### config.mk
export PLATFORM = sky130hd
export DESIGN_NAME = ipv4_checksum_calculator
export DESIGN_NICKNAME = d
export VERILOG_FILES = /design/src/hdl/port_state_pkg.sv /design/src/hdl/net_header_pkg.sv /design/src/hdl/ipv4_checksum_calculator.sv
export SDC_FILE = /design/constraint.sdc
export NUM_CORES = 1
export LEC_CHECK = 0
export ABC_AREA = 1
export BUFFER_PORTS_ARGS = -buffer_cell sky130_fd_sc_hd__buf_4
export CAP_MARGIN = 10
export CORE_MARGIN = 2
export CORE_UTILIZATION = 30
export CTS_BUF_LIST = sky130_fd_sc_hd__clkbuf_4 sky130_fd_sc_hd__clkbuf_8 sky130_fd_sc_hd__clkbuf_16
export DETAILED_ROUTE_END_ITERATION = 7
export SYNTH_ARGS = -nofsm -noshare
export SYNTH_HDL_FRONTEND = slang
export SYNTH_SLANG_ARGS = --single-unit
### constraint.sdc
create_clock -name clock -period 5.7 [get_ports clock]
set_clock_uncertainty 0.2 [all_clocks]
set_input_delay 0.855 -clock clock [delete_from_list [all_inputs] [get_ports clock]]
set_output_delay 0.855 -clock clock [all_outputs]
set_load 0.02 [all_outputs]
### src/hdl/port_state_pkg.sv
`default_nettype none

package port_state_pkg;

    // Data in 7..0 with last-byte mark in bit 8
    typedef logic [8:0] fabric_byte_t;

    typedef enum logic {
        BUFFER_FILLING,
        BUFFER_HOLDING
    } buffer_state_t;

    typedef enum logic [1:0] {
        GENERATOR_IDLE,
        GENERATOR_HEADER,
        GENERATOR_PAYLOAD,
        GENERATOR_FCS
    } generator_state_t;

    typedef enum logic [1:0] {
        CHECKSUM_IDLE,
        CHECKSUM_SUMMING,
        CHECKSUM_FOLDING
    } checksum_state_t;

endpackage

`default_nettype wire

### src/hdl/net_header_pkg.sv
`default_nettype none

package net_header_pkg;

    typedef logic [47:0] mac_addr_t;
    typedef logic [31:0] ipv4_addr_t;
    typedef logic [15:0] word16_t;

    //////////////////////////////////////////////////////////////////////
    // Fixed header fields

    localparam word16_t ETHERTYPE_IPV4 = 16'h0800;

    localparam logic [7:0] IPV4_VERSION_IHL  = 8'h45;   // Version 4, five words
    localparam logic [7:0] IPV4_TTL          = 8'd64;
    localparam logic [7:0] IPV4_PROTOCOL_UDP = 8'd17;

    localparam word16_t IPV4_FLAGS_FRAGMENT = 16'h4000; // DF set, offset 0

    //////////////////////////////////////////////////////////////////////
    // Sizes in bytes

    localparam word16_t ETH_HEADER_BYTES  = 16'd14;
    localparam word16_t IPV4_HEADER_BYTES = 16'd20;
    localparam word16_t UDP_HEADER_BYTES  = 16'd8;
    localparam word16_t FCS_BYTES         = 16'd4;

    localparam int IPV4_HEADER_WORDS = 10;

endpackage

`default_nettype wire
### src/hdl/ipv4_checksum_calculator.sv
`default_nettype none

module ipv4_checksum_calculator (
    input  wire                              clock,
    input  wire                              rst_n,
    input  wire                              checksum_start,
    input  wire net_header_pkg::ipv4_addr_t  ipv4_source,
    input  wire net_header_pkg::ipv4_addr_t  ipv4_destination,
    input  wire net_header_pkg::word16_t     total_length,
    input  wire net_header_pkg::word16_t     identification,

    output net_header_pkg::word16_t          header_checksum,
    output logic                             checksum_valid
);

    port_state_pkg::checksum_state_t checksum_state;
    logic [3:0]                      word_index;
    logic [31:0]                     accumulator;
    net_header_pkg::ipv4_addr_t      source_address;
    net_header_pkg::ipv4_addr_t      destination_address;
    net_header_pkg::word16_t         header_word;
    logic [16:0]                     fold_once;
    net_header_pkg::word16_t         fold_twice;

    always_comb begin
        case (word_index)
            4'd0:    header_word = {net_header_pkg::IPV4_VERSION_IHL, 8'h00};
            4'd1:    header_word = total_length;
            4'd2:    header_word = identification;
            4'd3:    header_word = net_header_pkg::IPV4_FLAGS_FRAGMENT;
            4'd4:    header_word = {net_header_pkg::IPV4_TTL, net_header_pkg::IPV4_PROTOCOL_UDP};
            4'd6:    header_word = source_address[31:16];
            4'd7:    header_word = source_address[15:0];
            4'd8:    header_word = destination_address[31:16];
            4'd9:    header_word = destination_address[15:0];
            default: header_word = '0;                  // Checksum field
        endcase
    end

    // Ten words fit in 20 bits so two folds clear every carry
    assign fold_once  = {1'b0, accumulator[15:0]} + {1'b0, accumulator[31:16]};
    assign fold_twice = fold_once[15:0] + 16'(fold_once[16]);

    always_ff @(posedge clock) begin
        if (checksum_start) begin
            source_address      <= ipv4_source;
            destination_address <= ipv4_destination;
            accumulator         <= '0;
            word_index          <= '0;
        end else if (checksum_state == port_state_pkg::CHECKSUM_SUMMING) begin
            accumulator <= accumulator + 32'(header_word);
            word_index  <= word_index + 1'b1;
        end
        if (checksum_state == port_state_pkg::CHECKSUM_FOLDING) begin
            header_checksum <= ~fold_twice;
        end
    end

    always_ff @(posedge clock) begin
        if (!rst_n) begin
            checksum_state <= port_state_pkg::CHECKSUM_IDLE;
            checksum_valid <= 1'b0;
        end else if (checksum_start) begin
            checksum_state <= port_state_pkg::CHECKSUM_SUMMING;
            checksum_valid <= 1'b0;
        end else if (checksum_state == port_state_pkg::CHECKSUM_SUMMING) begin
            if (word_index == 4'(net_header_pkg::IPV4_HEADER_WORDS - 1)) begin
                checksum_state <= port_state_pkg::CHECKSUM_FOLDING;
            end
        end else if (checksum_state == port_state_pkg::CHECKSUM_FOLDING) begin
            checksum_state <= port_state_pkg::CHECKSUM_IDLE;
            checksum_valid <= 1'b1;
        end
    end

endmodule

`default_nettype wire

==> reports/metrics.csv, run 1 <==
stage,metric,value,unit
placement,globalplace.congestion,0.844,
clock_tree,cts.htree.levels,4,
min_path,hp-class,reg -> reg,
drt,wire_per_inst,14.3,um
clock_tree,clkSinkCount,119,
sta,setup_slack,1720,ps
yosys,seq_area_frac_synth,45.6,%
clock_tree,clock-root-buffer,clkbuf_16,
yosys,yosysMostFrequentCell,nand2_1,
sta,period_share,69.8,%
critical_path,worstSetupPathType,reg -> reg,
global_routing,first_global_vias,5967,
die,initial_core_util,30.7,%
sta,rsz0062_at_grt,false,
sta,max_freq,251,MHz
yosys,synth_edf_count,80,
finish,drive_gt1_share,16.5,%
power,peakVddDrop,0.189,mV
yosys,synth_top_area_share,34.4,%
yosys,synth.avg_cell_area,7.97,sq um
global_routing,grt_max_degree,78,
clock_tree,clk_latency,430,ps
sta,finalSetupViolations,0,
die,fp.coreArea,22700,sq um
global_routing,use_met3,3.79,%
drt,drc_errors,0,
yosys,ys_types,35,
sta,worst_pin_slew,1200,ps
power,power_density,273,nW/um^2
flow_run,max-cap-violations,0,
critical_path,end_kind,register,
drt,wl,18600,um
finish,areaGrowthSynthToFinish,25.6,%
power,cellLeakagePower,0.00393,uW
clock_tree,cts-resized-gates,0,
sta,finalHoldViolCount,0,
clock_tree,clk_path_buf_depth,2,
clock_tree,hold_buffers,0,
clock_tree,cts_tree,yes,
finish,diodes,0,
critical_path,crit_arrival,4090,ps
global_routing,track_usage,15.7,%
yosys,ys_top_cells_by_count,"nand2_1 (223), inv_1 (123), nor2_1 (101)",
yosys,synth_seq_cells,119,
critical_path,crit_required,5810,ps
die,die-area,24500,sq um
die,dieWidth,156,um
drt,num_vias,6224,
placement,dpl_worst_slack,1760,ps
sta,slew_viol_final,0,
placement,dp_hpwl,14000,um
clock_tree,cts_buffers,17,
die,pin_count,116,
yosys,synthTopCellsByArea,"edfxtp_1 (34%), nand2_1 (12%), dfxtp_1 (11%)",
yosys,synthArstFlopShare,0,%
critical_path,startpoint_type,register,
yosys,syn_area,6980,sq um
yosys,synth_top_area_cell,edfxtp_1,
yosys,synth_flop_cell,edfxtp_1,
die,die_h,156,um
global_routing,gr-total-overflow,0,
die,rows,55,
placement,port-buffer-count,115,
finish,fillers,2319,
clock_tree,clk_pin_slew,60,ps
yosys,synthesis.nets,1014,
sta,min_period,3980,ps
clock_tree,cts_setup_buffers,0,
status,outcome,"finished, final reports clean",
drt,via_per_inst,4.80,
drt,detail_route.first_pass.iterations,5,
global_routing,grt_util_met2,26.8,%
critical_path,worstPathMaxFanout,16,
global_routing,grt_pass1_wl,30000,um
yosys,synthCells,875,
finish,num-nets-final,1137,
sta,finalSetupTns,0,ps
yosys,ys_warn_count,0,
global_routing,grt_use_met1,19.9,%
drt,dr.first_iter.drc_count,387,
global_routing,top_usage_layer,met2,
sta,relSlewSlack,19.6,%
global_routing,grt_antenna_before_repair,0,
drt,ant_nets,0,
[layout by cell type, fill, tap and decap left out, types with 4 or more instances in the layout]
master	instances
nor4_1	4
ha_1	38
nor2_1	100
clkbuf_16	17
xor2_1	12
nand3_1	58
inv_1	123
xnor2_1	7
nor3_1	13
o21bai_1	4
inv_6	6
nand4_1	23
dfxtp_1	39
o21ai_0	39
buf_4	119
a21oi_1	48
nand2_1	223
edfxtp_1	80
a221oi_1	17
[critical path, stage by stage, from the launching register on]
cell and delay (ps):
dfxtp_1 380, inv_1 90, ha_1 210, nand3_1 520, o21ai_0 170, a221oi_1 450, nand3_1 140, ha_1 380
a21oi_1 210, nand2_1 130, a21oi_1 300, o21ai_0 240, nand2_1 110, nand2_1 100, a21oi_1 160, nor2_1 60
[per-stage QoR]
step | cell area, sq um | hold slack (ps) | instances | power, uW | utilization, %
global route | 8760 | 333 | 1296 | 2500 | 38.6
finish | 8760 | 290 | 1296 | 2390 | 38.6
global placement | 8170 | 281 | 1263 | 1340 | 36.0
CTS | 8750 | 294 | 1295 | 2420 | 38.5
detailed placement | 8170 | 286 | 1263 | 1340 | 36.0
floorplan | 6980 | 252 | 875 | 1200 | -
[power by group]
group / total (uW) / internal [uW] / switching, uW / leakage, uW
logic: 314 / 129 / 185 / 0.00255
registers: 1010 / 978 / 32.0 / 0.00109
clock network: 1070 / 617 / 452 / 0.000285
total: 2390 / 1720 / 669 / 0.00393
[cell families after synthesis]
group / synth area share [%]
adders and majority gates: 7.39
and+or+nand+nor: 26.8
xor gates and xnor gates: 2.85
DFF: 45.6
AOI/OAI and AO/OA: 9.87
buffers and inverters: 7.50
[registers in the layout, indices dropped and copies added (netlist names)]
signal	cells
word_index	4
header_checksum	16
checksum_state	2
destination_address	32
accumulator	32
source_address	32
checksum_valid	1
[path summary, 6_finish.rpt]
check                                      start  slack [ps]  cells past startpoint                        endpoint
setup / recovery      word_index[0]$_SDFFE_PP0P_        1720                     15    accumulator[19]$_SDFFE_PP0P_
hold / removal    checksum_state[0]$_SDFFE_PN0P_         290                      2  checksum_state[0]$_SDFFE_PN0P_
setup reg to reg      word_index[0]$_SDFFE_PP0P_        1720                     15    accumulator[19]$_SDFFE_PP0P_
hold reg to reg   checksum_state[0]$_SDFFE_PN0P_         290                      2  checksum_state[0]$_SDFFE_PN0P_
[layer usage]
| layer | vias up | part of all wire, % | wire length, um |
|---|---|---|---|
| met5 | - | 0 | 0 |
| met4 | 0 | 1.4 | 260 |
| met3 | 25 | 6.0 | 1110 |
| met2 | 182 | 47 | 8690 |
| met1 | 2836 | 46 | 8500 |
| li1 | 3181 | - | - |
[cell type report]
type / count / area (sq um) / area share, %
multi-input combinational: 617 / 3280 / 37.4
timing repair buffer: 120 / 905 / 10.3
clock buffer: 17 / 425 / 4.85
inverter: 123 / 462 / 5.27
tap: 285 / 357 / 4.07
sequential: 119 / 3180 / 36.3
clock inverter: 15 / 155 / 1.77
No activity file was read; power rests on OpenSTA's default activity.
==> run 2, diff against run 1 <==
==> constraint.sdc (replaced) <==
create_clock -name clock -period 3.7 [get_ports clock]
set_clock_uncertainty 0.2 [all_clocks]
set_input_delay 0.555 -clock clock [delete_from_list [all_inputs] [get_ports clock]]
set_output_delay 0.555 -clock clock [all_outputs]
set_load 0.02 [all_outputs]
==> reports/metrics.csv, run 2 (synthesized netlist as in run 1, its figures left out) <==
stage,metric,value,unit
status,outcome,"finished, final reports clean",
critical_path,critPathTopFamily,simple AND/OR/NAND/NOR gates,
critical_path,worstPathMaxFanout,14,
power,cellLeakagePower,0.00401,uW
drt,ant_nets,0,
sta,worst_pin_slew,849,ps
critical_path,path_buf_inv,3,
placement,port-buffer-count,115,
power,p_int,2670,uW
finish,reg_top3,"accumulator: 32 flops, destination_address: 32 flops, source_address: 32 flops",
sta,max_freq,287,MHz
sta,finalHoldViolCount,0,
power,switching_share,28.4,%
global_routing,grt_max_degree,68,
finish,final_common_cell,nand2_1,
finish,num-nets-final,1152,
finish,fin_area,8960,sq um
sta,relSlewSlack,43.4,%
die,rows,55,
critical_path,crit_required,3870,ps
finish,areaGrowthSynthToFinish,28.4,%
min_path,hp-class,in -> reg,
drt,wire_per_inst,14.3,um
global_routing,first_global_vias,5943,
placement,placed_area,8290,sq um
global_routing,grt_pass1_wl,30200,um
sta,rsz0062_at_grt,true,
die,pin_count,116,
placement,dpl_worst_slack,92.0,ps
clock_tree,clkSinkCount,119,
finish,diodes,0,
flow_run,max-cap-violations,0,
critical_path,end_kind,register,
clock_tree,cts.htree.levels,4,
critical_path,cp_cell_sequence,"inv_1, ha_1, nand2_1, inv_1, buf_4, a221oi_1, nand4_1, ha_2, a21oi_1, o21a_1, nand2_1, nand3_1, nand2_1, nand4_1, nand2_1, nand2_1, nor2_1",
global_routing,grt_antenna_before_repair,0,
clock_tree,cts_setup_buffers,0,
finish,final_cell_mix,"nand2_1 (223), buf_4 (135), inv_1 (123)",
sta,period_share,94.2,%
placement,dp_hpwl,14500,um
critical_path,worstSetupPathType,reg -> reg,
drt,num_vias,6248,
power,power_density,417,nW/um^2
drt,wl,18800,um
clock_tree,clk_pin_slew,70,ps
drt,dr.first_iter.drc_count,397,
critical_path,cp_slowest_cell,ha_2,
critical_path,startpoint_type,register,
die,die-area,24500,sq um
placement,place_inst,1279,
die,fp.coreArea,22700,sq um
sta,setup_slack,215,ps
finish,layout.cells.non_filler,1311,
power,seqPwrFrac,41.6,%
sta,min_period,3490,ps
sta,finalSetupViolations,0,
power,power.share.combinational,13.6,%
die,dieWidth,156,um
clock_tree,hold_buffers,0,
drt,drc_errors,0,
finish,drive_gt1_share,19.2,%
power,peakVddDrop,0.419,mV
clock_tree,clk_latency,430,ps
drt,via_per_inst,4.77,
clock_tree,clk_path_buf_depth,2,
clock_tree,clock-root-buffer,clkbuf_16,
placement,globalplace.congestion,0.842,
power,clkPwrFrac,44.8,%
clock_tree,cts_buffers,17,
power,p_sw,1060,uW
global_routing,gr-total-overflow,0,
drt,detail_route.first_pass.iterations,5,
clock_tree,cts_tree,yes,
critical_path,crit_arrival,3650,ps
die,initial_core_util,30.7,%
global_routing,track_usage,15.8,%
sta,slew_viol_final,0,
critical_path,crit_path_frequent_cell,nand2_1,
critical_path,critPathMaxStageDelay,470,ps
die,die_h,156,um
run 2: metal layers:
metal  up-vias  GRT usage, %  wire, um
met5         -             0         0
met4         0          4.50       242
met3        17          3.90      1260
met2       216          25.4      8600
met1      2812          21.2      8660
li1       3203             -         -
run 2: final cells by class:
| type | instances | area, sq um |
|---|---|---|
| inverters | 123 | 462 |
| multi-input cells | 617 | 3360 |
| flip-flops and latches | 119 | 3180 |
| repair buffers | 135 | 1010 |
| fillers | 2350 | 13800 |
| well taps | 285 | 357 |
| clock buffers | 17 | 425 |
| clock inverters | 15 | 158 |
run 2: power groups by stage:
stage / clock, uW / sequential [uW] / combinational (uW)
floorplan: 0 / 1560 / 297
global placement: 0 / 1580 / 489
detailed placement: 0 / 1580 / 491
CTS: 1690 / 1550 / 495
global route: 1760 / 1560 / 572
finish: 1670 / 1550 / 507
run 2: stage by stage:
step | hold slack (ps) | utilization (%) | setup TNS (ps) | power (uW)
after floorplan | 252 | - | 0 | 1860
after global placement | 272 | 36.5 | 0 | 2070
after detailed placement | 287 | 36.5 | 0 | 2070
after CTS | 88.2 | 39.1 | 0 | 3740
after global routing | 82.6 | 39.4 | -12.0 | 3890
final | 96.6 | 39.4 | 0 | 3730
run 2: timing repair:
item	4_1_cts	5_1_grt
setup endpoints to repair	0	22
hold endpoints to repair	0	0
resized for setup	0	17
run 2: worst register-to-register path, cell delays in order, from the launching register on:
cell	delay, ps
dfxtp_1	370
inv_1	100
ha_1	250
nand2_1	80
inv_1	70
buf_4	200
a221oi_1	270
nand4_1	240
ha_2	470
a21oi_1	100
o21a_1	170
nand2_1	140
nand3_1	90
nand2_1	260
nand4_1	190
nand2_1	90
nand2_1	50
nor2_1	100
run 2: final timing paths:
kind	start	end	slack, ps	depth (start not counted)
worst min register to register	checksum_valid$_SDFFE_PP0P_	checksum_valid$_SDFFE_PP0P_	290	2
worst max register to register	word_index[0]$_SDFFE_PP0P_	accumulator[20]$_SDFFE_PP0P_	210	17
worst min-delay path	ipv4_source[20]	source_address[20]$_DFFE_PP_	100	1
worst max-delay path	word_index[0]$_SDFFE_PP0P_	accumulator[20]$_SDFFE_PP0P_	210	17
==> run 3, diff against run 2 <==
--- a/config.mk
+++ b/config.mk
@@ -6,12 +6,13 @@
 export NUM_CORES = 1
 export LEC_CHECK = 0
 export ABC_AREA = 1
-export BUFFER_PORTS_ARGS = -buffer_cell sky130_fd_sc_hd__buf_4
+export BUFFER_PORTS_ARGS = -buffer_cell sky130_fd_sc_hd__buf_2
 export CAP_MARGIN = 10
 export CORE_MARGIN = 2
-export CORE_UTILIZATION = 30
+export CORE_UTILIZATION = 57
 export CTS_BUF_LIST = sky130_fd_sc_hd__clkbuf_4 sky130_fd_sc_hd__clkbuf_8 sky130_fd_sc_hd__clkbuf_16
 export DETAILED_ROUTE_END_ITERATION = 7
+export PLACE_DENSITY = 0.81
 export SYNTH_ARGS = -nofsm -noshare
 export SYNTH_HDL_FRONTEND = slang
 export SYNTH_SLANG_ARGS = --single-unit
==> reports/metrics.csv, run 3 (synthesized netlist as in run 1, its figures left out) <==
stage,metric,value,unit
status,outcome,"finished, final reports clean",
critical_path,startpoint_type,register,
finish,fin_area,8500,sq um
sta,relSlewSlack,34.4,%
placement,dpl_worst_slack,106,ps
sta,slew_viol_final,0,
drt,drc_errors,0,
die,die-area,13100,sq um
finish,fillers,913,
global_routing,first_global_vias,6091,
die,initial_core_util,58.3,%
placement,dp_hpwl,13100,um
flow_run,max-cap-violations,0,
critical_path,crit_arrival,3630,ps
global_routing,grt_pass1_wl,28300,um
drt,via_per_inst,5.51,
sta,finalSetupViolations,0,
clock_tree,clock-root-buffer,clkbuf_16,
finish,multi_input_area,3360,sq um
sta,finalSetupTns,0,ps
finish,layout.cells.non_filler,1172,
critical_path,end_kind,register,
drt,ant_nets,0,
placement,placed_area,7800,sq um
critical_path,crit_required,3820,ps
finish,areaGrowthSynthToFinish,21.8,%
finish,final_common_cell,nand2_1,
min_path,hp-class,in -> reg,
finish,diodes,0,
finish,reg_top3,"accumulator: 32 flops, destination_address: 32 flops, source_address: 32 flops",
finish,register_area,3180,sq um
placement,place_inst,1137,
placement,port-buffer-count,115,
drt,wire_per_inst,15.0,um
global_routing,gr-total-overflow,0,
global_routing,grt_max_degree,80,
sta,finalHoldViolCount,0,
clock_tree,clk_path_buf_depth,2,
finish,drive_gt1_share,19.4,%
power,cellLeakagePower,0.00389,uW
sta,period_share,94.9,%
finish,utilization,71.0,%
critical_path,worstSetupPathType,reg -> reg,
drt,wl,17600,um
die,rows,40,
drt,detail_route.first_pass.iterations,5,
die,die_h,115,um
sta,worst_pin_slew,984,ps
drt,num_vias,6455,
power,peakVddDrop,0.326,mV
die,fp.coreArea,12000,sq um
clock_tree,clkSinkCount,119,
sta,max_freq,285,MHz
clock_tree,cts_tree,yes,
clock_tree,clk_pin_slew,60,ps
sta,setup_slack,189,ps
critical_path,worstPathMaxFanout,14,
sta,min_period,3510,ps
die,pin_count,116,
drt,dr.first_iter.drc_count,444,
placement,globalplace.congestion,0.935,
clock_tree,cts.htree.levels,4,
die,dieWidth,115,um
clock_tree,clk_latency,430,ps
clock_tree,cts_buffers,17,
finish,num-nets-final,1151,
finish,final_cell_mix,"nand2_1 (222), inv_1 (122), buf_2 (115)",
power,power_density,425,nW/um^2
global_routing,track_usage,28.0,%
global_routing,grt_antenna_before_repair,0,
clock_tree,hold_buffers,0,
run 3: cell count changes in the layout (fill, tap and decap cells not counted), sizes merged:
cell,change
clkinv,+3
clkinvlp,+1
inv,-5
clkbuf,+1
buf,-1
run 3: what timing repair did:
item	in CTS	in global routing
gates resized for setup	0	22
setup buffers	0	3
endpoints found under the hold margin	0	0
setup endpoints to repair	0	25
run 3: worst max-delay path, cell delays in order (launching register included):
cell,delay (ps)
dfxtp_1,400
inv_1,110
ha_1,250
nand2_1,120
clkinvlp_4,110
buf_12,150
a221oi_1,320
nand2_1,140
ha_1,360
a21oi_1,220
o21ai_0,210
a21oi_1,210
o211ai_1,210
buf_4,200
a21oi_1,120
nor2_1,60
run 3: path summary, 6_finish.rpt:
kind	from	to	slack, ps	cells after the start
worst max-delay path	word_index[0]$_SDFFE_PP0P_	accumulator[17]$_SDFFE_PP0P_	190	15
worst min-delay path	ipv4_source[30]	source_address[30]$_DFFE_PP_	100	1
worst max register to register	word_index[0]$_SDFFE_PP0P_	accumulator[17]$_SDFFE_PP0P_	190	15
worst min register to register	checksum_state[0]$_SDFFE_PN0P_	checksum_state[0]$_SDFFE_PN0P_	290	2
run 3: metrics by stage:
step / power [uW] / hold slack (ps)
after floorplan: 1860 / 252
after global routing: 3740 / 92.3
after global placement: 2010 / 281
after detailed placement: 2020 / 282
after CTS: 3600 / 94.1
final: 3610 / 101
run 3: power breakdown:
part           internal [uW]  switching, uW
sequential              1510           47.3
combinational            181            288
clock                    947            640
run 3: area by class of cell:
cell class	instances	share of cell area, %
inverter	123	5.48
multi-input combinational	617	39.5
timing repair buffer	134	8.60
clock buffer	18	5.09
tap	147	2.16
clock inverter	14	1.66
sequential	119	37.5
run 3: layer usage:
metal | wire, um | GRT usage, %
met1 | 7200 | 33.8
met2 | 8630 | 47.2
met3 | 1250 | 6.09
met4 | 556 | 14.4
met5 | 0 | 0
