===== config.mk =====
export PLATFORM = sky130hd
export DESIGN_NAME = ethernet_frame_generator
export DESIGN_NICKNAME = d
export VERILOG_FILES = /design/src/hdl/port_state_pkg.sv /design/src/hdl/net_header_pkg.sv /design/src/hdl/ethernet_frame_generator.sv /design/src/hdl/frame_check_sequence_generator.sv
export SDC_FILE = /design/constraint.sdc
export NUM_CORES = 1
export LEC_CHECK = 0
export ABC_CLOCK_PERIOD_IN_PS = 3700
export BUFFER_PORTS_ARGS = -buffer_cell sky130_fd_sc_hd__buf_4
export CORE_AREA = 3 3 160 162
export CTS_BUF_LIST = sky130_fd_sc_hd__clkbuf_8
export CTS_CLUSTER_DIAMETER = 40
export DETAILED_ROUTE_END_ITERATION = 10
export DIE_AREA = 0 0 163 165
export PLACE_DENSITY = 0.75
export SYNTH_ARGS = -nofsm -noshare
export SYNTH_HDL_FRONTEND = slang
export SYNTH_SLANG_ARGS = --single-unit

===== constraint.sdc =====
create_clock -name clock -period 3.7 [get_ports clock]
set_input_delay 0.37 -clock clock [delete_from_list [all_inputs] [get_ports clock]]
set_output_delay 0.37 -clock clock [all_outputs]
set_load 0.1 [all_outputs]

===== src/hdl/port_state_pkg.sv =====
`default_nettype none

package port_state_pkg;

    // Data in 7..0 with last-byte mark in bit 8
    typedef logic [8:0] fabric_byte_t;

    typedef enum logic {
        BUFFER_FILLING,
        BUFFER_HOLDING
    } buffer_state_t;

    typedef enum logic [1:0] {
        GENERATOR_IDLE,
        GENERATOR_HEADER,
        GENERATOR_PAYLOAD,
        GENERATOR_FCS
    } generator_state_t;

    typedef enum logic [1:0] {
        CHECKSUM_IDLE,
        CHECKSUM_SUMMING,
        CHECKSUM_FOLDING
    } checksum_state_t;

endpackage

`default_nettype wire


===== src/hdl/net_header_pkg.sv =====
`default_nettype none

package net_header_pkg;

    typedef logic [47:0] mac_addr_t;
    typedef logic [31:0] ipv4_addr_t;
    typedef logic [15:0] word16_t;

    //////////////////////////////////////////////////////////////////////
    // Fixed header fields

    localparam word16_t ETHERTYPE_IPV4 = 16'h0800;

    localparam logic [7:0] IPV4_VERSION_IHL  = 8'h45;   // Version 4, five words
    localparam logic [7:0] IPV4_TTL          = 8'd64;
    localparam logic [7:0] IPV4_PROTOCOL_UDP = 8'd17;

    localparam word16_t IPV4_FLAGS_FRAGMENT = 16'h4000; // DF set, offset 0

    //////////////////////////////////////////////////////////////////////
    // Sizes in bytes

    localparam word16_t ETH_HEADER_BYTES  = 16'd14;
    localparam word16_t IPV4_HEADER_BYTES = 16'd20;
    localparam word16_t UDP_HEADER_BYTES  = 16'd8;
    localparam word16_t FCS_BYTES         = 16'd4;

    localparam int IPV4_HEADER_WORDS = 10;

endpackage

`default_nettype wire

===== src/hdl/ethernet_frame_generator.sv =====
`default_nettype none

module ethernet_frame_generator #(
    parameter int PAYLOAD_DEPTH = 1472,
    localparam int ADDRESS_WIDTH = $clog2(PAYLOAD_DEPTH)
)(
    input  wire                              clock,
    input  wire                              rst_n,
    input  wire                              packet_ready,
    input  wire net_header_pkg::word16_t     payload_length,
    input  wire [7:0]                        read_data,
    input  wire net_header_pkg::word16_t     header_checksum,
    input  wire                              checksum_valid,
    input  wire net_header_pkg::mac_addr_t   mac_source,
    input  wire net_header_pkg::mac_addr_t   mac_destination,
    input  wire net_header_pkg::ipv4_addr_t  ipv4_source,
    input  wire net_header_pkg::ipv4_addr_t  ipv4_destination,
    input  wire net_header_pkg::word16_t     udp_source,
    input  wire net_header_pkg::word16_t     udp_destination,
    input  wire                              transmit_data_enable,

    output logic [ADDRESS_WIDTH-1:0]         read_address,
    output logic                             packet_done,
    output logic                             checksum_start,
    output net_header_pkg::word16_t          total_length,
    output net_header_pkg::word16_t          identification,
    output port_state_pkg::fabric_byte_t     transmit_data,
    output logic                             transmit_data_valid
);

    localparam net_header_pkg::word16_t HEADER_BYTES = net_header_pkg::ETH_HEADER_BYTES
        + net_header_pkg::IPV4_HEADER_BYTES + net_header_pkg::UDP_HEADER_BYTES;
    localparam net_header_pkg::word16_t CHECKSUM_BYTE = net_header_pkg::ETH_HEADER_BYTES + 16'd10;

    port_state_pkg::generator_state_t generator_state;
    net_header_pkg::word16_t          byte_count;
    net_header_pkg::mac_addr_t        sampled_mac_destination;
    net_header_pkg::ipv4_addr_t       sampled_ipv4_destination;
    net_header_pkg::word16_t          sampled_udp_source;
    net_header_pkg::word16_t          sampled_udp_destination;
    net_header_pkg::word16_t          udp_length;
    logic [8*HEADER_BYTES-1:0]        header_bytes;
    port_state_pkg::fabric_byte_t     next_byte;
    logic                             have_byte;
    logic                             load_byte;
    logic                             fcs_clear;
    logic                             fcs_data_enable;
    logic [31:0]                      fcs;
    logic [7:0]                       fcs_byte;

    assign checksum_start = (generator_state == port_state_pkg::GENERATOR_IDLE) && packet_ready;
    assign fcs_clear      = checksum_start;

    assign total_length = payload_length + net_header_pkg::IPV4_HEADER_BYTES
                        + net_header_pkg::UDP_HEADER_BYTES;
    assign udp_length   = payload_length + net_header_pkg::UDP_HEADER_BYTES;

    // First byte on the wire sits in the top byte
    assign header_bytes = {sampled_mac_destination, mac_source, net_header_pkg::ETHERTYPE_IPV4,
                           net_header_pkg::IPV4_VERSION_IHL, 8'h00, total_length, identification,
                           net_header_pkg::IPV4_FLAGS_FRAGMENT, net_header_pkg::IPV4_TTL,
                           net_header_pkg::IPV4_PROTOCOL_UDP, header_checksum, ipv4_source,
                           sampled_ipv4_destination, sampled_udp_source, sampled_udp_destination,
                           udp_length, 16'h0000};

    assign fcs_byte = ~fcs[8 * byte_count[1:0] +: 8];   // Complement, low byte first

    //////////////////////////////////////////////////////////////////////
    // Byte selection

    always_comb begin
        next_byte = '0;
        have_byte = 1'b0;
        case (generator_state)
            port_state_pkg::GENERATOR_HEADER: begin
                next_byte[7:0] = header_bytes[8 * (HEADER_BYTES - 1'b1 - byte_count) +: 8];
                have_byte      = !(byte_count == CHECKSUM_BYTE && !checksum_valid);
            end
            port_state_pkg::GENERATOR_PAYLOAD: begin
                next_byte[7:0] = read_data;
                have_byte      = 1'b1;
            end
            port_state_pkg::GENERATOR_FCS: begin
                next_byte = {byte_count == net_header_pkg::FCS_BYTES - 1'b1, fcs_byte};
                have_byte = byte_count < net_header_pkg::FCS_BYTES;
            end
            default: ;
        endcase
    end

    assign load_byte       = have_byte && (!transmit_data_valid || transmit_data_enable);
    assign fcs_data_enable = load_byte && generator_state != port_state_pkg::GENERATOR_FCS;
    assign packet_done     = transmit_data_valid && transmit_data_enable && transmit_data[8];

    // Prefetch the next payload byte as the current one leaves
    always_comb begin
        read_address = '0;
        if (generator_state == port_state_pkg::GENERATOR_PAYLOAD) begin
            read_address = load_byte ? byte_count[ADDRESS_WIDTH-1:0] + 1'b1
                                     : byte_count[ADDRESS_WIDTH-1:0];
        end
    end

    frame_check_sequence_generator fcs_generator (
        .clock           (clock),
        .rst_n           (rst_n),
        .fcs_clear       (fcs_clear),
        .fcs_data        (next_byte[7:0]),
        .fcs_data_enable (fcs_data_enable),
        .fcs             (fcs)
    );

    //////////////////////////////////////////////////////////////////////
    // Sequencing and output register

    always_ff @(posedge clock) begin
        if (checksum_start) begin
            sampled_mac_destination  <= mac_destination;
            sampled_ipv4_destination <= ipv4_destination;
            sampled_udp_source       <= udp_source;
            sampled_udp_destination  <= udp_destination;
        end
        if (load_byte) begin
            transmit_data <= next_byte;
        end else if (!transmit_data_valid || transmit_data_enable) begin
            transmit_data[8] <= 1'b0;                   // No mark once the byte has left
        end
    end

    always_ff @(posedge clock) begin
        if (!rst_n) begin
            generator_state     <= port_state_pkg::GENERATOR_IDLE;
            byte_count          <= '0;
            identification      <= '0;
            transmit_data_valid <= 1'b0;
        end else begin
            if (!transmit_data_valid || transmit_data_enable) begin
                transmit_data_valid <= have_byte;
            end
            case (generator_state)
                port_state_pkg::GENERATOR_IDLE: begin
                    if (packet_ready) begin
                        generator_state <= port_state_pkg::GENERATOR_HEADER;
                        byte_count      <= '0;
                    end
                end
                port_state_pkg::GENERATOR_HEADER: begin
                    if (load_byte && byte_count == HEADER_BYTES - 1'b1) begin
                        generator_state <= port_state_pkg::GENERATOR_PAYLOAD;
                        byte_count      <= '0;
                    end else if (load_byte) begin
                        byte_count <= byte_count + 1'b1;
                    end
                end
                port_state_pkg::GENERATOR_PAYLOAD: begin
                    if (load_byte && byte_count == payload_length - 1'b1) begin
                        generator_state <= port_state_pkg::GENERATOR_FCS;
                        byte_count      <= '0;
                    end else if (load_byte) begin
                        byte_count <= byte_count + 1'b1;
                    end
                end
                port_state_pkg::GENERATOR_FCS: begin
                    if (load_byte) begin
                        byte_count <= byte_count + 1'b1;
                    end
                    if (packet_done) begin              // Last FCS byte taken
                        generator_state <= port_state_pkg::GENERATOR_IDLE;
                        identification  <= identification + 1'b1;
                    end
                end
                default: generator_state <= port_state_pkg::GENERATOR_IDLE;
            endcase
        end
    end

endmodule

`default_nettype wire


===== src/hdl/frame_check_sequence_generator.sv =====
`default_nettype none

module frame_check_sequence_generator (
    input  wire         clock,
    input  wire         rst_n,
    input  wire         fcs_clear,
    input  wire [7:0]   fcs_data,
    input  wire         fcs_data_enable,

    output logic [31:0] fcs
);

    localparam logic [31:0] POLYNOMIAL = 32'hEDB88320;  // 0x04C11DB7 bit reversed

    logic [31:0] crc_next;

    // LSB first, one bit per step
    always_comb begin
        crc_next = fcs ^ {24'h000000, fcs_data};
        for (int i = 0; i < 8; i++) begin
            if (crc_next[0]) begin
                crc_next = (crc_next >> 1) ^ POLYNOMIAL;
            end else begin
                crc_next = crc_next >> 1;
            end
        end
    end

    always_ff @(posedge clock) begin
        if (!rst_n) begin
            fcs <= '1;
        end else if (fcs_clear) begin
            fcs <= '1;
        end else if (fcs_data_enable) begin
            fcs <= crc_next;
        end
    end

endmodule

`default_nettype wire


==> reports/metrics.yaml, run 1 <==
status: "finished, violations left"
failed_checks: "setup timing"
antenna_cells: 0
stdcell_area_um2: 17400
grt_pass1_wl_um: 64600
core_um2: 24200
ys_warn_count: 0
synth_edf_count: 121
drt_iter0_drc: 1008
timing.hold.ws_ns: 0.0233
path_cells: "nor4_4 -> nand3_2 -> or4_4 -> a311oi_4 -> nand2_2 -> nor3_4 -> nand4_1 -> or2_4 -> a21oi_4 -> buf_12"
relSlewSlack: 0.481
wirelength_um: 43200
r2r_setup_slack_ns: 0.06
drc: 0
endpoint_kind: "output port"
grt_pass1_vias: 11500
final_core_util: 0.718
dp_hpwl_um: 32700
gp_congestion: 0.974
p_per_area_nw_per_um2: 544
hp-class: "primary input to register"
cts_buffer_depth: 2
endpoint: "read_address[8]"
grt_max_degree: 65
viasPerCell: 5.85
initial_utilization: 0.506
worstPathRequired_ns: 3.33
period_needed_ns: 3.75
insertion_delay_ns: 0.51
path_max_fanout: 6
grt_overflow: 0
avgSynthCellArea_um2: 10.4
place.port_buffers: 291
r2r-start: "byte_count[2]$_SDFFE_PN0N_"
clock-sinks: 188
rr_worst_depth: 15
io_pins: 292
synth_cell_types: 93
tritoncts: "built"
yosysSeqAreaShare: 0.406
final_max_slew_viol_count: 0
yosys.area_share.simple: 0.164
syn_to_final_growth_pct: 41.9
grt_util_all_layers: 0.315
synthFlopType: "edfxtp_1"
post-place-ws_ns: -0.294
die_y_um: 165
nFillCells: 1798
clockRootBuffer: "clkbuf_8"
drv_cap: 0
tightest_slew_ns: 0.779
fp.dieArea_um2: 26900
worst_clock_skew_ns: 0.0367
rsz0062_at_grt: "true"
crit_slowest_cell: "or4_4"
fin_crit_sh: 1.01
place_area_um2: 16200
synth_mux_area_frac: 0.114
htreeDepth: 4
synthXorXnorAreaFrac: 0.109
regToRegEndpoint: "fcs_generator.fcs[23]$_SDFFE_PP1P_"
synth_adder_area_share: 0.0153
synthCells: 1180
path_class: "register to output port"
holdPathStages: 1
cp-start-kind: "register"
synth_top_family_by_area: "simple AND/OR/NAND/NOR gates"
syn-cell-area_um2: 12300
critPathLaunch: "byte_count[6]$_SDFFE_PN0N_"
routedWlPerCell_um: 22.0
fmax_mhz: 267
num_vias: 11500
drive_gt1_frac: 0.426
ir_worst_vdd_mv: 0.470
hold_viol: 0
path_clk_slew_ns: 0.14
setup_viol_count_final: 2
rows: 57
setup_ws_ns: -0.0471
seqCellArea_um2: 4990
leakage_nw: 6.83
cpPeakStageDelay_ns: 0.53
arrival_ns: 3.38
synthesis.nets: 1432
nets: 1880
dr.pass1.iters: 5
cts_inserted_buffers: 17
multiInputGateArea_um2: 7220
antenna_found_initial: 0
chipWidth_um: 163
ys_ff_latch: 188
synth_compound_area_frac: 0.142
async_flop_share: 0
drt.antenna.violating_nets: 0
-- flip-flops by register name (all words and copies together), names as in the netlist --
name and count:
identification 16, transmit_data_valid 1, sampled_ipv4_destination 32, sampled_mac_destination 48, generator_state 2, byte_count 16, sampled_udp_destination 16, fcs_generator.fcs 32
transmit_data 9, sampled_udp_source 16
-- area by class of cell --
cell class              count  area share
well taps                 324      0.0233
clock inverters            15      0.0139
multi-input cells         878       0.415
flip-flops and latches    188       0.287
inverters                  24     0.00561
clock buffers              17      0.0134
repair buffers            519       0.242
-- per-layer routing --
metal,part of all wire,up-vias,GRT usage
li1,-,5287,-
met1,0.39,5539,0.403
met2,0.49,573,0.532
met3,0.082,96,0.0647
met4,0.034,0,0.113
met5,0,-,0
-- worst min-delay path by stage --
stage                                  startpoint                                    end  slack [ns]
4_1_cts                       ipv4_destination[0]  sampled_ipv4_destination[0]$_DFFE_PP_       0.002
5_1_grt                        udp_destination[7]   sampled_udp_destination[7]$_DFFE_PP_       0.004
6_report                       udp_destination[7]   sampled_udp_destination[7]$_DFFE_PP_        0.02
3_5_place_dp   fcs_generator.fcs[10]$_SDFFE_PP1P_     fcs_generator.fcs[10]$_SDFFE_PP1P_        0.52
3_3_place_gp   fcs_generator.fcs[10]$_SDFFE_PP1P_     fcs_generator.fcs[10]$_SDFFE_PP1P_        0.50
2_1_floorplan                 ipv4_destination[0]  sampled_ipv4_destination[0]$_DFFE_PP_        0.47
-- placed cells by master (no fill, tap or decap), drive strengths merged, types with 10 or more instances in the layout --
master / instances
nor2b: 27
xnor2: 78
o22ai: 10
xor2: 49
nand2b: 14
clkbuf: 18
nor3: 42
o21ai: 48
o211ai: 23
a21oi: 51
edfxtp: 121
mux2i: 40
or2: 11
nor4: 12
dfxtp: 67
mux4: 38
mux2: 13
buf: 499
nand2: 107
dlygate4sd3: 19
ha: 15
nand4: 12
inv: 32
nor2: 63
nand3: 41
and2: 23
-- where the power goes --
group | total [mW] | internal [mW] | switching [mW]
clock | 1.62 | 0.578 | 1.04
sequential | 2.99 | 2.77 | 0.222
combinational | 4.85 | 2.25 | 2.60
-- logic make-up (layout without fill, tap and decap cells) --
group / count (synthesis) / count (layout)
xor+xnor: 131 / 131
simple gates: 390 / 390
mux: 91 / 91
buf+inv: 114 / 575
flops: 188 / 188
fa+ha+maj: 15 / 15
compound gates: 251 / 251
-- worst max-delay path: cells and delay by family, from the launching register on --
kind / cells / cell delay (ns)
DFF: 1 / 0.40
and+or+nand+nor: 7 / 1.74
buffers and inverters: 1 / 0.19
AOI/OAI and AO/OA: 2 / 0.56
-- cells in the mapped netlist (9+ instances only) --
cell type	instances	share of area
edfxtp_1	121	0.30
nand2_1	105	0.032
xnor2_1	74	0.053
dfxtp_1	67	0.11
nor2_1	62	0.019
a21oi_1	51	0.021
o21ai_0	44	0.018
xor2_1	42	0.030
mux2i_1	40	0.033
nand3_1	40	0.016
nor3_1	40	0.016
mux4_2	38	0.070
clkbuf_1	32	0.0098
buf_2	28	0.011
nor2b_1	27	0.014
and2_1	23	0.012
o211ai_1	23	0.014
inv_1	22	0.0067
ha_1	15	0.015
buf_4	14	0.0086
nand2b_1	14	0.0071
mux2_2	13	0.012
nand4_1	12	0.0061
nor4_1	11	0.0056
or2_2	11	0.0056
o22ai_1	10	0.0051
o21a_1	9	0.0055
or3_1	9	0.0046
-- repair_timing --
item                                    in CTS  in global routing
endpoints found under the hold margin        0                 19
pin swaps                                    5                  8
setup buffers                               11                  7
endpoints found under the setup margin      30                 36
resized for setup                           46                 41
hold buffers                                 0                 19
gates cloned                                 0                  1
-- through the flow --
stage,cells,power [mW],TNS [ns]
floorplan,1180,6.16,-10.11
global placement,1895,7.55,-1.89
detailed placement,1895,7.63,-4.68
CTS,1938,9.33,-0.0174
global route,1965,9.94,-0.688
finish,1965,9.46,-0.0764
Power figures use the tool's default switching activity.
==> run 2: changes to the inputs <==
- CORE_AREA: 3 3 160 162 -> 3 3 205 127
- DIE_AREA: 0 0 163 165 -> 0 0 208 130
==> reports/metrics.yaml, run 2 (same netlist as run 1, synthesis figures left out) <==
status: "finished, violations left"  # unchanged
failed_checks: "setup timing"  # unchanged
drv_cap: 0  # unchanged
layout_commonest_cell: "buf_4"  # unchanged
tightest_slew_ns: 0.812  # was 0.779 ns
io_pins: 292  # unchanged
min-delay-start: "udp_destination[12]"  # was udp_destination[7]
worstPathRequired_ns: 3.33  # about the same
drt_iter0_drc: 1200  # was 1008
largest_register_ffs: 48  # unchanged
endpoint_kind: "output port"  # unchanged
place.port_buffers: 291  # unchanged
cts_inserted_buffers: 17  # unchanged
hold_viol: 0  # unchanged
drc: 0  # unchanged
rr_worst_depth: 14  # was 15
nets: 1858  # was 1880
dp_hpwl_um: 33900  # was 32700 um
clockRootBuffer: "clkbuf_8"  # unchanged
drt.antenna.violating_nets: 0  # unchanged
path_class: "register to output port"  # unchanged
gp_congestion: 0.987  # was 0.974
grt_max_degree: 67  # was 65
setup_viol_count_final: 10  # was 2
rows: 44  # was 57
largest_registers: "sampled_mac_destination (48), fcs_generator.fcs (32), sampled_ipv4_destination (32)"  # unchanged
dr.pass1.iters: 5  # unchanged
grt_pass1_wl_um: 65200  # was 64600 um
grt_util_all_layers: 0.316  # was 0.315
syn_to_final_growth_pct: 40.1  # was 41.9%
p_per_area_nw_per_um2: 549  # was 544 nW/um2
hp-class: "primary input to register"  # unchanged
path_cells: "inv_2 -> buf_8 -> ha_1 -> or4b_2 -> o31ai_2 -> buf_4 -> a311oi_4 -> nand3_2 -> nor2_4 -> buf_4 -> buf_6 -> and2_4 -> xnor2_2 -> nor2_4 -> buf_12"  # was nor4_4 -> nand3_2 -> or4_4 -> a311oi_4 -> nand2_2 -> nor3_4 -> nand4_1 -> or2_4 -> a21oi_4 -> buf_12
path_delay_family: "simple AND/OR/NAND/NOR gates"  # unchanged
htreeDepth: 4  # unchanged
num_vias: 11500  # about the same
routedWlPerCell_um: 22.4  # was 22.0 um
fin_crit_sh: 1.03  # was 1.01
worst_clock_skew_ns: 0.0229  # was 0.0367 ns
path_buf_inv: 6  # was 1
initial_utilization: 0.509  # was 0.506
setup_ws_ns: -0.118  # was -0.0471 ns
cpPeakStageDelay_ns: 0.60  # was 0.53 ns
path_clk_slew_ns: 0.13  # was 0.14 ns
period_needed_ns: 3.82  # was 3.75 ns
fp.dieArea_um2: 27000  # was 26900 um2
arrival_ns: 3.45  # was 3.38 ns
antenna_found_initial: 0  # unchanged
cp.depth: 15  # was 10
mostFrequentLayoutCells: "buf_4, edfxtp_1, nand2_1"  # unchanged
crit_slowest_cell: "or4b_2"  # was or4_4
viasPerCell: 5.93  # was 5.85
cts_buffer_depth: 2  # unchanged
r2r-start: "byte_count[1]$_SDFFE_PN0N_"  # was byte_count[2]$_SDFFE_PN0N_
grt_overflow: 0  # unchanged
die_y_um: 130  # was 165 um
cp-start-kind: "register"  # unchanged
final_max_slew_viol_count: 0  # unchanged
wirelength_um: 43400  # was 43200 um
holdPathStages: 1  # unchanged
relSlewSlack: 0.459  # was 0.481
tritoncts: "built"  # unchanged
drive_gt1_frac: 0.421  # was 0.426
antenna_cells: 0  # unchanged
rsz0062_at_grt: "true"  # unchanged
max_flop_register: "sampled_mac_destination"  # unchanged
core_um2: 24100  # was 24200 um2
leakage_nw: 6.70  # was 6.83 nW
critPathLaunch: "byte_count[1]$_SDFFE_PN0N_"  # was byte_count[6]$_SDFFE_PN0N_
chipWidth_um: 208  # was 163 um
grt_pass1_vias: 11000  # was 11500
insertion_delay_ns: 0.51  # about the same
fmax_mhz: 262  # was 267 MHz
clock-sinks: 188  # unchanged
ir_worst_vdd_mv: 0.392  # was 0.470 mV
final_core_util: 0.712  # was 0.718
path_max_fanout: 5  # was 6
setup_tns_ns: -0.674  # was -0.0764 ns
## run 2: cell count changes in the layout (fill, tap and decap cells not counted), sizes merged
cell         change
inv              -1
buf             -12
dlygate4sd3     -10
bufinv           +1
## run 2: repair_timing
item,4_1_cts,5_1_grt
hold buffers,5,4
pin swaps,11,13
resized for setup,49,38
gates cloned,0,1
setup buffers,4,9
setup endpoints to repair,24,48
endpoints found under the hold margin,5,4
## run 2: worst paths after layout
| path | end | slack [ns] |
|---|---|---|
| setup / recovery | read_address[9] | -0.12 |
| hold / removal | sampled_udp_destination[12]$_DFFE_PP_ | 0.02 |
| setup reg to reg | fcs_generator.fcs[26]$_SDFFE_PP1P_ | -0.04 |
| hold reg to reg | fcs_generator.fcs[10]$_SDFFE_PP1P_ | 0.53 |
## run 2: area by class of cell
cell class | count | area [um2]
timing repair buffer | 497 | 4040
clock inverter | 15 | 223
tap | 322 | 403
multi-input combinational | 878 | 7200
fill | 1769 | 6930
inverter | 24 | 97.6
sequential | 188 | 4990
clock buffer | 17 | 234
## run 2: per-stage QoR
step           area (um2)  std cells  total power [mW]  hold slack, ns  setup WS [ns]
3_3_place_gp        16100       1887              7.53           0.500         -0.156
5_1_grt             17200       1941              9.88        0.000511         -0.278
4_1_cts             16800       1927              9.29        0.000172         -0.142
2_1_floorplan       12600       1180              6.16           0.469         -0.608
3_5_place_dp        16100       1887              7.60           0.508         -0.242
6_report            17200       1941              9.43          0.0219         -0.118
## run 2: metal layers
| layer | up-vias | GRT usage | part of all wire |
|---|---|---|---|
| met3 | 65 | 0.0906 | 0.11 |
| met5 | - | 0 | 0 |
| met4 | 0 | 0.0650 | 0.016 |
| met2 | 640 | 0.480 | 0.44 |
| li1 | 5243 | - | - |
| met1 | 5554 | 0.455 | 0.44 |
## run 2: where the power goes
part,internal (mW),switching [mW]
Combinational,2.17,2.70
Sequential,2.77,0.224
Clock,0.608,0.968
